### config.mk
export PLATFORM = sky130hd
export DESIGN_NAME = exec_stage
export DESIGN_NICKNAME = d
export VERILOG_FILES = /design/src/common/exec_pkg.sv /design/src/branch/branch_cond.sv /design/src/branch/branch_unit.sv /design/src/verilog/flag_alu.sv /design/src/verilog/exec_stage.sv
export VERILOG_INCLUDE_DIRS = /design/src /design/src/common
export SDC_FILE = /design/constraint.sdc
export NUM_CORES = 1
export LEC_CHECK = 0
export ABC_AREA = 1
export ABC_CLOCK_PERIOD_IN_PS = 2600
export BUFFER_PORTS_ARGS = -buffer_cell sky130_fd_sc_hd__buf_2
export CAP_MARGIN = 20
export CORE_MARGIN = 2
export CORE_UTILIZATION = 59
export CTS_CLUSTER_SIZE = 8
export DETAILED_ROUTE_END_ITERATION = 8
export GPL_TIMING_DRIVEN = 0
export PLACE_DENSITY = 0.82
export SLEW_MARGIN = 20
export SYNTH_ARGS = -nofsm -noshare
export SYNTH_HDL_FRONTEND = slang
export SYNTH_HIERARCHICAL = 1
export SYNTH_SLANG_ARGS = --single-unit
export TNS_END_PERCENT = 20
### constraint.sdc
create_clock -name clock -period 2.6 [get_ports clock]
set_input_delay 0.26 -clock clock [delete_from_list [all_inputs] [get_ports clock]]
set_output_delay 0.26 -clock clock [all_outputs]
set_load 0.01 [all_outputs]
### src/common/exec_defines.svh
`ifndef EXEC_DEFINES_SVH
`define EXEC_DEFINES_SVH

// datapath widths
`define EXE_DATA_W   32
`define EXE_CMD_W    5
`define EXE_CC_W     4
`define EXE_FLAGS_W  5

// alu commands
`define EXE_ADD          5'h00
`define EXE_SUB          5'h01
`define EXE_AND          5'h02
`define EXE_OR           5'h03
`define EXE_XOR          5'h04
`define EXE_CMP          5'h05   // subtract, flags only

// branch commands
`define EXE_BRANCH_BUR   5'h10   // relative via register
`define EXE_BRANCH_BR    5'h11   // relative
`define EXE_BRANCH_B     5'h12   // absolute
`define EXE_BRANCH_INTB  5'h13   // interrupt branch
`define EXE_BRANCH_IDTS  5'h14   // interrupt return
`define EXE_BRANCH_HALT  5'h15

// condition codes
`define CC_AL    4'd0
`define CC_EQ    4'd1
`define CC_NEQ   4'd2
`define CC_MI    4'd3
`define CC_PL    4'd4
`define CC_EN    4'd5
`define CC_ON    4'd6
`define CC_OVF   4'd7
`define CC_UEO   4'd8
`define CC_UU    4'd9
`define CC_UO    4'd10
`define CC_UEU   4'd11
`define CC_SEO   4'd12
`define CC_SU    4'd13
`define CC_SO    4'd14
`define CC_SEU   4'd15

// bit positions in the flag word
`define FLAGS_ZF  0
`define FLAGS_PF  1
`define FLAGS_CF  2
`define FLAGS_OF  3
`define FLAGS_SF  4

`endif

### src/common/exec_pkg.sv
`include "exec_defines.svh"

package exec_pkg;

	// member order puts zf at bit 0 and sf at bit 4
	typedef struct packed {
		logic sf;   // result msb
		logic of;   // signed overflow
		logic cf;   // carry out, or no borrow on subtract
		logic pf;   // result is odd
		logic zf;   // result is zero
	} flags_t;

	// one instruction entering execute
	typedef struct packed {
		logic [`EXE_CMD_W-1:0]  cmd;
		logic [`EXE_CC_W-1:0]   cc;
		logic [`EXE_DATA_W-1:0] pc;
		logic [`EXE_DATA_W-1:0] src0;
		logic [`EXE_DATA_W-1:0] src1;
	} exec_req_t;

	typedef struct packed {
		logic [`EXE_DATA_W-1:0] result;
		flags_t                 flags;
		logic                   write_flags;   // set for the six alu commands
	} alu_out_t;

	typedef struct packed {
		logic [`EXE_DATA_W-1:0] addr;   // branch target
		logic                   jump;
		logic                   ib;
		logic                   idts;
		logic                   halt;
	} branch_out_t;

	// registered response of the stage
	typedef struct packed {
		logic [`EXE_DATA_W-1:0] alu;   // alu result, zero for branches
		branch_out_t            br;
	} exec_resp_t;

endpackage

### src/branch/branch_cond.sv
`timescale 1ns/1ps
`default_nettype none
`include "exec_defines.svh"

module branch_cond
	import exec_pkg::*;
(
	input  logic [`EXE_CC_W-1:0] cc,
	input  flags_t               flags,
	output logic                 taken
);

	logic zf;
	logic pf;
	logic cf;
	logic of;
	logic sf;
	logic sign_ne_ovf;   // signed less-than

	// pick the flag bits by position, matching the flag word layout
	assign zf = flags[`FLAGS_ZF];
	assign pf = flags[`FLAGS_PF];
	assign cf = flags[`FLAGS_CF];
	assign of = flags[`FLAGS_OF];
	assign sf = flags[`FLAGS_SF];

	assign sign_ne_ovf = sf ^ of;

	always_comb
	begin
		case (cc)
			`CC_AL:  taken = 1'b1;
			`CC_EQ:  taken = zf;
			`CC_NEQ: taken = !zf;
			`CC_MI:  taken = sf;
			`CC_PL:  taken = !sf;
			`CC_EN:  taken = !pf;           // even
			`CC_ON:  taken = pf;            // odd
			`CC_OVF: taken = of;
			// unsigned compares, cf means no borrow
			`CC_UEO: taken = cf;                  // a >= b
			`CC_UU:  taken = !cf;                 // a < b
			`CC_UO:  taken = cf && !zf;           // a > b
			`CC_UEU: taken = !cf || zf;           // a <= b
			// signed compares
			`CC_SEO: taken = !sign_ne_ovf;        // a >= b
			`CC_SU:  taken = sign_ne_ovf;         // a < b
			`CC_SO:  taken = !(sign_ne_ovf || zf);
			`CC_SEU: taken = sign_ne_ovf || zf;
			default: taken = 1'b1;
		endcase
	end

endmodule

`default_nettype wire

### src/branch/branch_unit.sv
`timescale 1ns/1ps
`default_nettype none
`include "exec_defines.svh"

module branch_unit
	import exec_pkg::*;
(
	input  logic [`EXE_CMD_W-1:0]  cmd,
	input  logic [`EXE_CC_W-1:0]   cc,
	input  logic [`EXE_DATA_W-1:0] pc,
	input  logic [`EXE_DATA_W-1:0] target,
	input  flags_t                 flags,
	output branch_out_t            out
);

	logic taken;       // condition result from stored flags
	logic is_branch;

	branch_cond u_cond (
		.cc    (cc),
		.flags (flags),
		.taken (taken)
	);

	function automatic logic [`EXE_DATA_W-1:0] branch_addr(
		input logic [`EXE_CMD_W-1:0]  f_cmd,
		input logic [`EXE_DATA_W-1:0] f_pc,
		input logic [`EXE_DATA_W-1:0] f_target
	);
		case (f_cmd)
			`EXE_BRANCH_BUR,
			`EXE_BRANCH_BR:   branch_addr = f_target + f_pc;
			`EXE_BRANCH_B:    branch_addr = f_target;
			`EXE_BRANCH_IDTS: branch_addr = f_pc + 32'd4;   // return past the trap
			default:          branch_addr = '0;             // intb, halt and non-branch
		endcase
	endfunction

	always_comb
	begin
		case (cmd)
			`EXE_BRANCH_BUR, `EXE_BRANCH_BR, `EXE_BRANCH_B,
			`EXE_BRANCH_INTB, `EXE_BRANCH_IDTS, `EXE_BRANCH_HALT:
				is_branch = 1'b1;
			default:
				is_branch = 1'b0;
		endcase
	end

	assign out.addr = branch_addr(cmd, pc, target);

	// interrupt entry and return jump unconditionally through their own strobes
	assign out.jump = is_branch && taken &&
		(cmd != `EXE_BRANCH_INTB) && (cmd != `EXE_BRANCH_IDTS);
	assign out.ib   = (cmd == `EXE_BRANCH_INTB);
	assign out.idts = (cmd == `EXE_BRANCH_IDTS);
	assign out.halt = (cmd == `EXE_BRANCH_HALT);

endmodule

`default_nettype wire

### src/verilog/flag_alu.sv
`timescale 1ns/1ps
`default_nettype none
`include "exec_defines.svh"

module flag_alu
	import exec_pkg::*;
(
	input  logic [`EXE_CMD_W-1:0]  cmd,
	input  logic [`EXE_DATA_W-1:0] a,
	input  logic [`EXE_DATA_W-1:0] b,
	output alu_out_t               out
);

	localparam int MSB = `EXE_DATA_W - 1;

	logic [`EXE_DATA_W:0]   sum;     // carry out in the top bit
	logic [`EXE_DATA_W:0]   diff;    // a + ~b + 1
	logic [`EXE_DATA_W-1:0] value;   // operation result before cmp masking
	logic                   carry;
	logic                   ovf;
	logic                   is_alu;

	assign sum  = {1'b0, a} + {1'b0, b};
	assign diff = {1'b0, a} + {1'b0, ~b} + 1'b1;

	always_comb
	begin
		value  = '0;
		carry  = 1'b0;
		ovf    = 1'b0;
		is_alu = 1'b1;
		case (cmd)
			`EXE_ADD:
			begin
				value = sum[MSB:0];
				carry = sum[`EXE_DATA_W];
				// same operand signs, result sign flipped
				ovf   = (a[MSB] == b[MSB]) && (sum[MSB] != a[MSB]);
			end
			`EXE_SUB, `EXE_CMP:
			begin
				value = diff[MSB:0];
				carry = diff[`EXE_DATA_W];   // high when no borrow
				ovf   = (a[MSB] != b[MSB]) && (diff[MSB] != a[MSB]);
			end
			`EXE_AND: value = a & b;
			`EXE_OR:  value = a | b;
			`EXE_XOR: value = a ^ b;
			default:  is_alu = 1'b0;   // branch or unknown command
		endcase
	end

	// compare keeps only its flags
	assign out.result = (cmd == `EXE_CMP) ? '0 : value;

	assign out.flags.zf = is_alu && (value == '0);
	assign out.flags.pf = value[0];
	assign out.flags.cf = carry;
	assign out.flags.of = ovf;
	assign out.flags.sf = value[MSB];

	assign out.write_flags = is_alu;

endmodule

`default_nettype wire

### src/verilog/exec_stage.sv
`timescale 1ns/1ps
`default_nettype none
`include "exec_defines.svh"

module exec_stage
	import exec_pkg::*;
(
	input  logic       clock,
	input  logic       reset,
	input  logic       in_valid,
	input  exec_req_t  req,
	output logic       out_valid,
	output exec_resp_t resp,
	output flags_t     flags
);

	alu_out_t    alu_out;
	branch_out_t br_out;

	// output register fields
	logic [`EXE_DATA_W-1:0] result_q;
	logic [`EXE_DATA_W-1:0] addr_q;
	logic                   jump_q;
	logic                   ib_q;
	logic                   idts_q;
	logic                   halt_q;

	flag_alu u_alu (
		.cmd (req.cmd),
		.a   (req.src0),
		.b   (req.src1),
		.out (alu_out)
	);

	// branches see the flags as left by the last completed alu command
	branch_unit u_branch (
		.cmd    (req.cmd),
		.cc     (req.cc),
		.pc     (req.pc),
		.target (req.src1),
		.flags  (flags),
		.out    (br_out)
	);

	always_ff @(posedge clock)
	begin
		if (reset)
		begin
			out_valid <= 1'b0;
			jump_q    <= 1'b0;
			ib_q      <= 1'b0;
			idts_q    <= 1'b0;
			halt_q    <= 1'b0;
			flags     <= '0;
		end
		else
		begin
			out_valid <= in_valid;
			jump_q    <= in_valid && br_out.jump;
			ib_q      <= in_valid && br_out.ib;
			idts_q    <= in_valid && br_out.idts;
			halt_q    <= in_valid && br_out.halt;
			if (in_valid && alu_out.write_flags)
				flags <= alu_out.flags;   // architectural flags update
		end
	end

	// payload, zero on idle cycles
	always_ff @(posedge clock)
	begin
		result_q <= in_valid ? alu_out.result : '0;
		addr_q   <= in_valid ? br_out.addr : '0;
	end

	assign resp.alu     = result_q;
	assign resp.br.addr = addr_q;
	assign resp.br.jump = jump_q;
	assign resp.br.ib   = ib_q;
	assign resp.br.idts = idts_q;
	assign resp.br.halt = halt_q;

endmodule

`default_nettype wire

* Word-level counts from Yosys, hierarchy flattened
Cells that the tools add are included.
Operators by class: add/subtract/negate cells 5, eq/ne operators 32, multiplexer cells 7, bitwise logic cells 6, reduce and logical (&&, ||, !) cells 28
Operators by type and width (count):
- one-hot mux 32 bit (5 select lines) | 1
- one-hot mux 32 bit (3 select lines) | 1
- adder 32 x 32 -> 33 bit | 2
- adder 33 x 1 -> 33 bit (second input constant) | 1
- adder 32 x 3 -> 32 bit (second input constant) | 1
- adder 32 bit | 1
- bitwise AND 32 bit | 1
- equality test 4 bit (second input constant) | 8
- zero test 32 bit | 1
- inverter 32 bit | 1
- bitwise OR 32 bit | 1
- XOR 32 bit | 1
- equality test 5 bit (second input constant) | 6
- equality test 4 x 3 -> 1 bit (second input constant) | 4
- one-hot mux 1 bit (16 select lines) | 1
- logical AND 1 bit | 12
- OR reduction 6 bit | 2
- equality test 5 x 2 -> 1 bit (second input constant) | 2
- equality test 5 x 3 -> 1 bit (second input constant) | 2
- != test 5 bit (second input constant) | 2
- equality test 4 x 2 -> 1 bit (second input constant) | 2
- zero test 1 bit | 6
- OR reduction 2 bit | 3
- equality test 5 x 1 -> 1 bit (second input constant) | 1
- 10 further kinds | 15
Word-level totals: flip-flop bits (word level) 74, input bits 108, output and inout port bits 74, logic and storage cells 90

* Depth between registers and ports, before layout
word-level depth 8, depth in mapped cells 23, mapped depth without buffers 23

* Hierarchy
The synthesis kept the hierarchy.
Modules (own cells, without submodules):
- flag_alu | times used 1, cells each 1383, area an instance 6889.1 um^2, seq. area each 0.0 um^2
- branch_unit | times used 1, cells each 839, area an instance 3895.0 um^2, seq. area each 0.0 um^2
- exec_stage | times used 1, cells each 251, area an instance 2192.1 um^2, seq. area each 1481.4 um^2
- branch_cond | times used 1, cells each 33, area an instance 133.9 um^2, seq. area each 0.0 um^2

* Least setup slack after synthesis
Ideal clock, no wire load.
path type input-to-reg, start input port req[32] in the netlist's numbering, end register flags[0] (netlist name), library setup time 0.064 ns, data arrival time 2.268 ns, data required time 2.536 ns, path slack 0.268 ns, cell stages on the path 22, buffers on the path 0, cell sequence ha_1 > inv_1 > fa_1 > inv_1 > nand3_1 > nand2_1 > nand2_1 > nand2_1 > nand3_1 > nand2_1 > nand2_1 > nand2_1 > nand2_1 > nand3_1 > nand2_1 > inv_1 > nand3_1 > nor2_1 > nand3_1 > nor2_1 > nor2_1 > nor2_1
RTL lines:
- start: declaration | RTL line exec_stage.sv:11 | input exec_req_t req,

==> results.toml <==
[hold_path]
worst_hold_path.endpoint = "jump_q$_SDFF_PP0_"
hold_start = "reset"
holdPathStages = 2
hold_class = "in -> reg"

[detailed_routing]
drt_iter0_drc = 2064
viasPerCell = 5.76
ant_nets = 0
vias = 17300
route.detailed.drc = 0
dr.pass1.iters = 6
routed_wl_mm = 54.2
wl_per_cell_um = 18.1

[sta]
slew_violations = 0
fin_ws_ns = -0.00883
setup_violations = 1
fmax_mhz = 383
fin_crit_ns = 2.61
post-route-period-util_pct = 100
finalHoldViolations = 0
relSlewSlack_pct = 50.7
finClkSkew_ns = 0.00243
tightest_slew_ns = 0.739

[yosys]
yosys_warnings = 6
synth-seq-cells = 74
synth-main-ff-cell = "dfxtp_1"
synth_area_mm2 = 0.0131
synthArstFlopShare_pct = 0
yosysSeqAreaShare_pct = 11.3
synth.top_cell.area_share_pct = 25.2
synth-edff-count = 0
synth.top_cells.by_area = "nand2_1, inv_1, ha_1, dfxtp_1, nand3_1"
ys_types = 48
synth_top_cell_by_area = "nand2_1"
postSynthAreaPerCell_um2 = 5.23
postSynthCellCount = 2506
syn-num-nets = 2753

[job]
drv_cap = 0

[outcome]
violations = "setup timing"
status = "finished with violations"

[cells_and_area]
syn_to_final_growth_pct = 19.0
final_common_cell = "nand2_1"
final_cells = 3002
layout_common_cells = "nand2_1, inv_1, nand3_1, nor2_1, buf_2"
fin_util_pct = 71.5
num-nets-final = 2962
drive_gt1_share_pct = 18.4

[placement]
dp_cells = 2966
gp_congestion = 1.06
place_hpwl_mm = 43.5
place.port_buffers = 180

[global_route]
groute.usage.overall_pct = 43.7
grt_pass1_vias = 15900
grt_max_degree = 16
grt_pass1_wl_mm = 80.9
gr-total-overflow = 0
grt_antenna_before_repair = 3

[critical_path]
r2r_slack_ns = 1.32
endpoint_kind = "register"
arrival_ns = 2.91
rr_endpoint = "jump_q$_SDFF_PP0_"
critPathKind = "in -> reg"
crit_fanout = 9
reg2regPathDepth = 9
crit-reg2reg-launch = "flags[3]$_SDFFE_PP0P_"
required_ns = 2.90
setup.worst_path.start_class = "input pin"

[floorplanning]
die_area_mm2 = 0.0234
pin_count = 182
rows = 54
die_x_um = 153
core_mm2 = 0.0218
die_height_um = 153
start_util_pct = 60.1

[pwr]
p_leak_nw = 9.56
powerDensity_mw_per_mm2 = 322
ir_drop_mv = 0.295

[clocking]
clock_latency_ns = 0.36
cts_max_level = 3
clk_path_buf_depth = 2
numCtsBuffers = 9
cts_tree = "yes"
clock-sinks = 74
clkSlewWorstSetupHoldPaths_ns = 0.07
cts-root-buf = "clkbuf_16"
cts-hold-fix-buffers = 0
sequential cells by signal, summed over array words and instances (netlist names):
register,flops
addr_q,32
flags,5
halt_q,1
ib_q,1
idts_q,1
jump_q,1
out_valid,1
result_q,32
critical path, cell delays in order:
cell and delay, ns:
buf_4 0.14, inv_1 0.07, ha_1 0.27, buf_4 0.18
nand2_1 0.08, nand2_1 0.09, a21oi_2 0.26, nor2_1 0.08
nor2_1 0.19, nand2_2 0.13, nand2_2 0.11, nand3_1 0.10
nand3_2 0.10, nand2_1 0.08, inv_2 0.11, nand3_2 0.12
nor2_4 0.14, nand3_2 0.11, nor2_4 0.12, nor2_1 0.06
nor2_1 0.10
kinds of logic after synthesis:
kind of cell	after synthesis	synth area share [%]
xor+xnor	8	0.534
simple gates	1474	47.1
fa+ha+maj	139	13.4
buf+inv	597	18.2
compound gates	214	9.35
flops	74	11.3
synthesized netlist by cell type, types with 13 or more instances:
| cell type | number |
|---|---|
| nor2_2 | 14 |
| buf_4 | 17 |
| o22ai_1 | 24 |
| nor3_1 | 17 |
| o21ai_0 | 42 |
| ha_1 | 136 |
| nand4_1 | 40 |
| inv_2 | 17 |
| nor2_1 | 242 |
| nand3_1 | 232 |
| inv_1 | 522 |
| nand2_1 | 881 |
| dfxtp_1 | 74 |
| a21oi_1 | 95 |
| o21bai_1 | 13 |
| buf_2 | 31 |
layer usage:
metal  GRT usage [%]  vias up  share of wire, %
li1                -     8122                 -
met1            52.5     7736                36
met2            71.6     1127                45
met3            7.63      299                11
met4            28.7        2               7.9
met5               0        -             0.024
worst max-delay path by stage:
stage            start               endpoint  slack [ns]  cells after the start
2_1_floorplan  req[32]  flags[0]$_SDFFE_PP0P_        0.27                     22
3_3_place_gp    req[0]  flags[0]$_SDFFE_PP0P_       -0.83                     23
3_5_place_dp    req[0]  flags[0]$_SDFFE_PP0P_       -0.91                     23
4_1_cts         req[7]  flags[0]$_SDFFE_PP0P_       0.006                     21
5_1_grt        req[15]  flags[0]$_SDFFE_PP0P_       -0.06                     21
6_report        req[7]  flags[0]$_SDFFE_PP0P_      -0.009                     21
layout make-up:
cell class	count	area, µm²
fillers	2020	6220
well taps	280	350
multi-input cells	1835	9990
plain buffers	58	405
inverters	539	2030
clock inverters	7	58.8
repair buffers	198	1060
flip-flops and latches	74	1480
clock buffers	9	225
diodes	2	5.00
power breakdown:
| part | total (mW) | switching [mW] | internal (mW) |
|---|---|---|---|
| Sequential | 1.17 | 0.0116 | 1.16 |
| Clock | 1.31 | 0.648 | 0.667 |
| Combinational | 2.53 | 1.72 | 0.817 |
| Total | 5.02 | 2.38 | 2.65 |
stage by stage:
| step | power [mW] | hold WS (ns) | area [µm²] | worst slack [ns] | TNS [ns] |
|---|---|---|---|---|---|
| 2_1_floorplan | 2.66 | 0.332 | 13100 | 0.268 | 0 |
| 3_3_place_gp | 3.31 | 0.482 | 14400 | -0.835 | -2.82 |
| 3_5_place_dp | 3.37 | 0.488 | 14400 | -0.907 | -3.68 |
| 4_1_cts | 4.71 | 0.111 | 14800 | 0.00616 | 0 |
| 5_1_grt | 5.28 | 0.132 | 15600 | -0.0553 | -0.0553 |
| 6_report | 5.02 | 0.123 | 15600 | -0.00883 | -0.00883 |
timing repair:
action / CTS / global route
gates resized for setup: 51 / 179
setup buffers: 4 / 14
setup endpoints to repair: 4 / 6
pin swaps: 6 / 40
(Power assumes the default switching activity.)
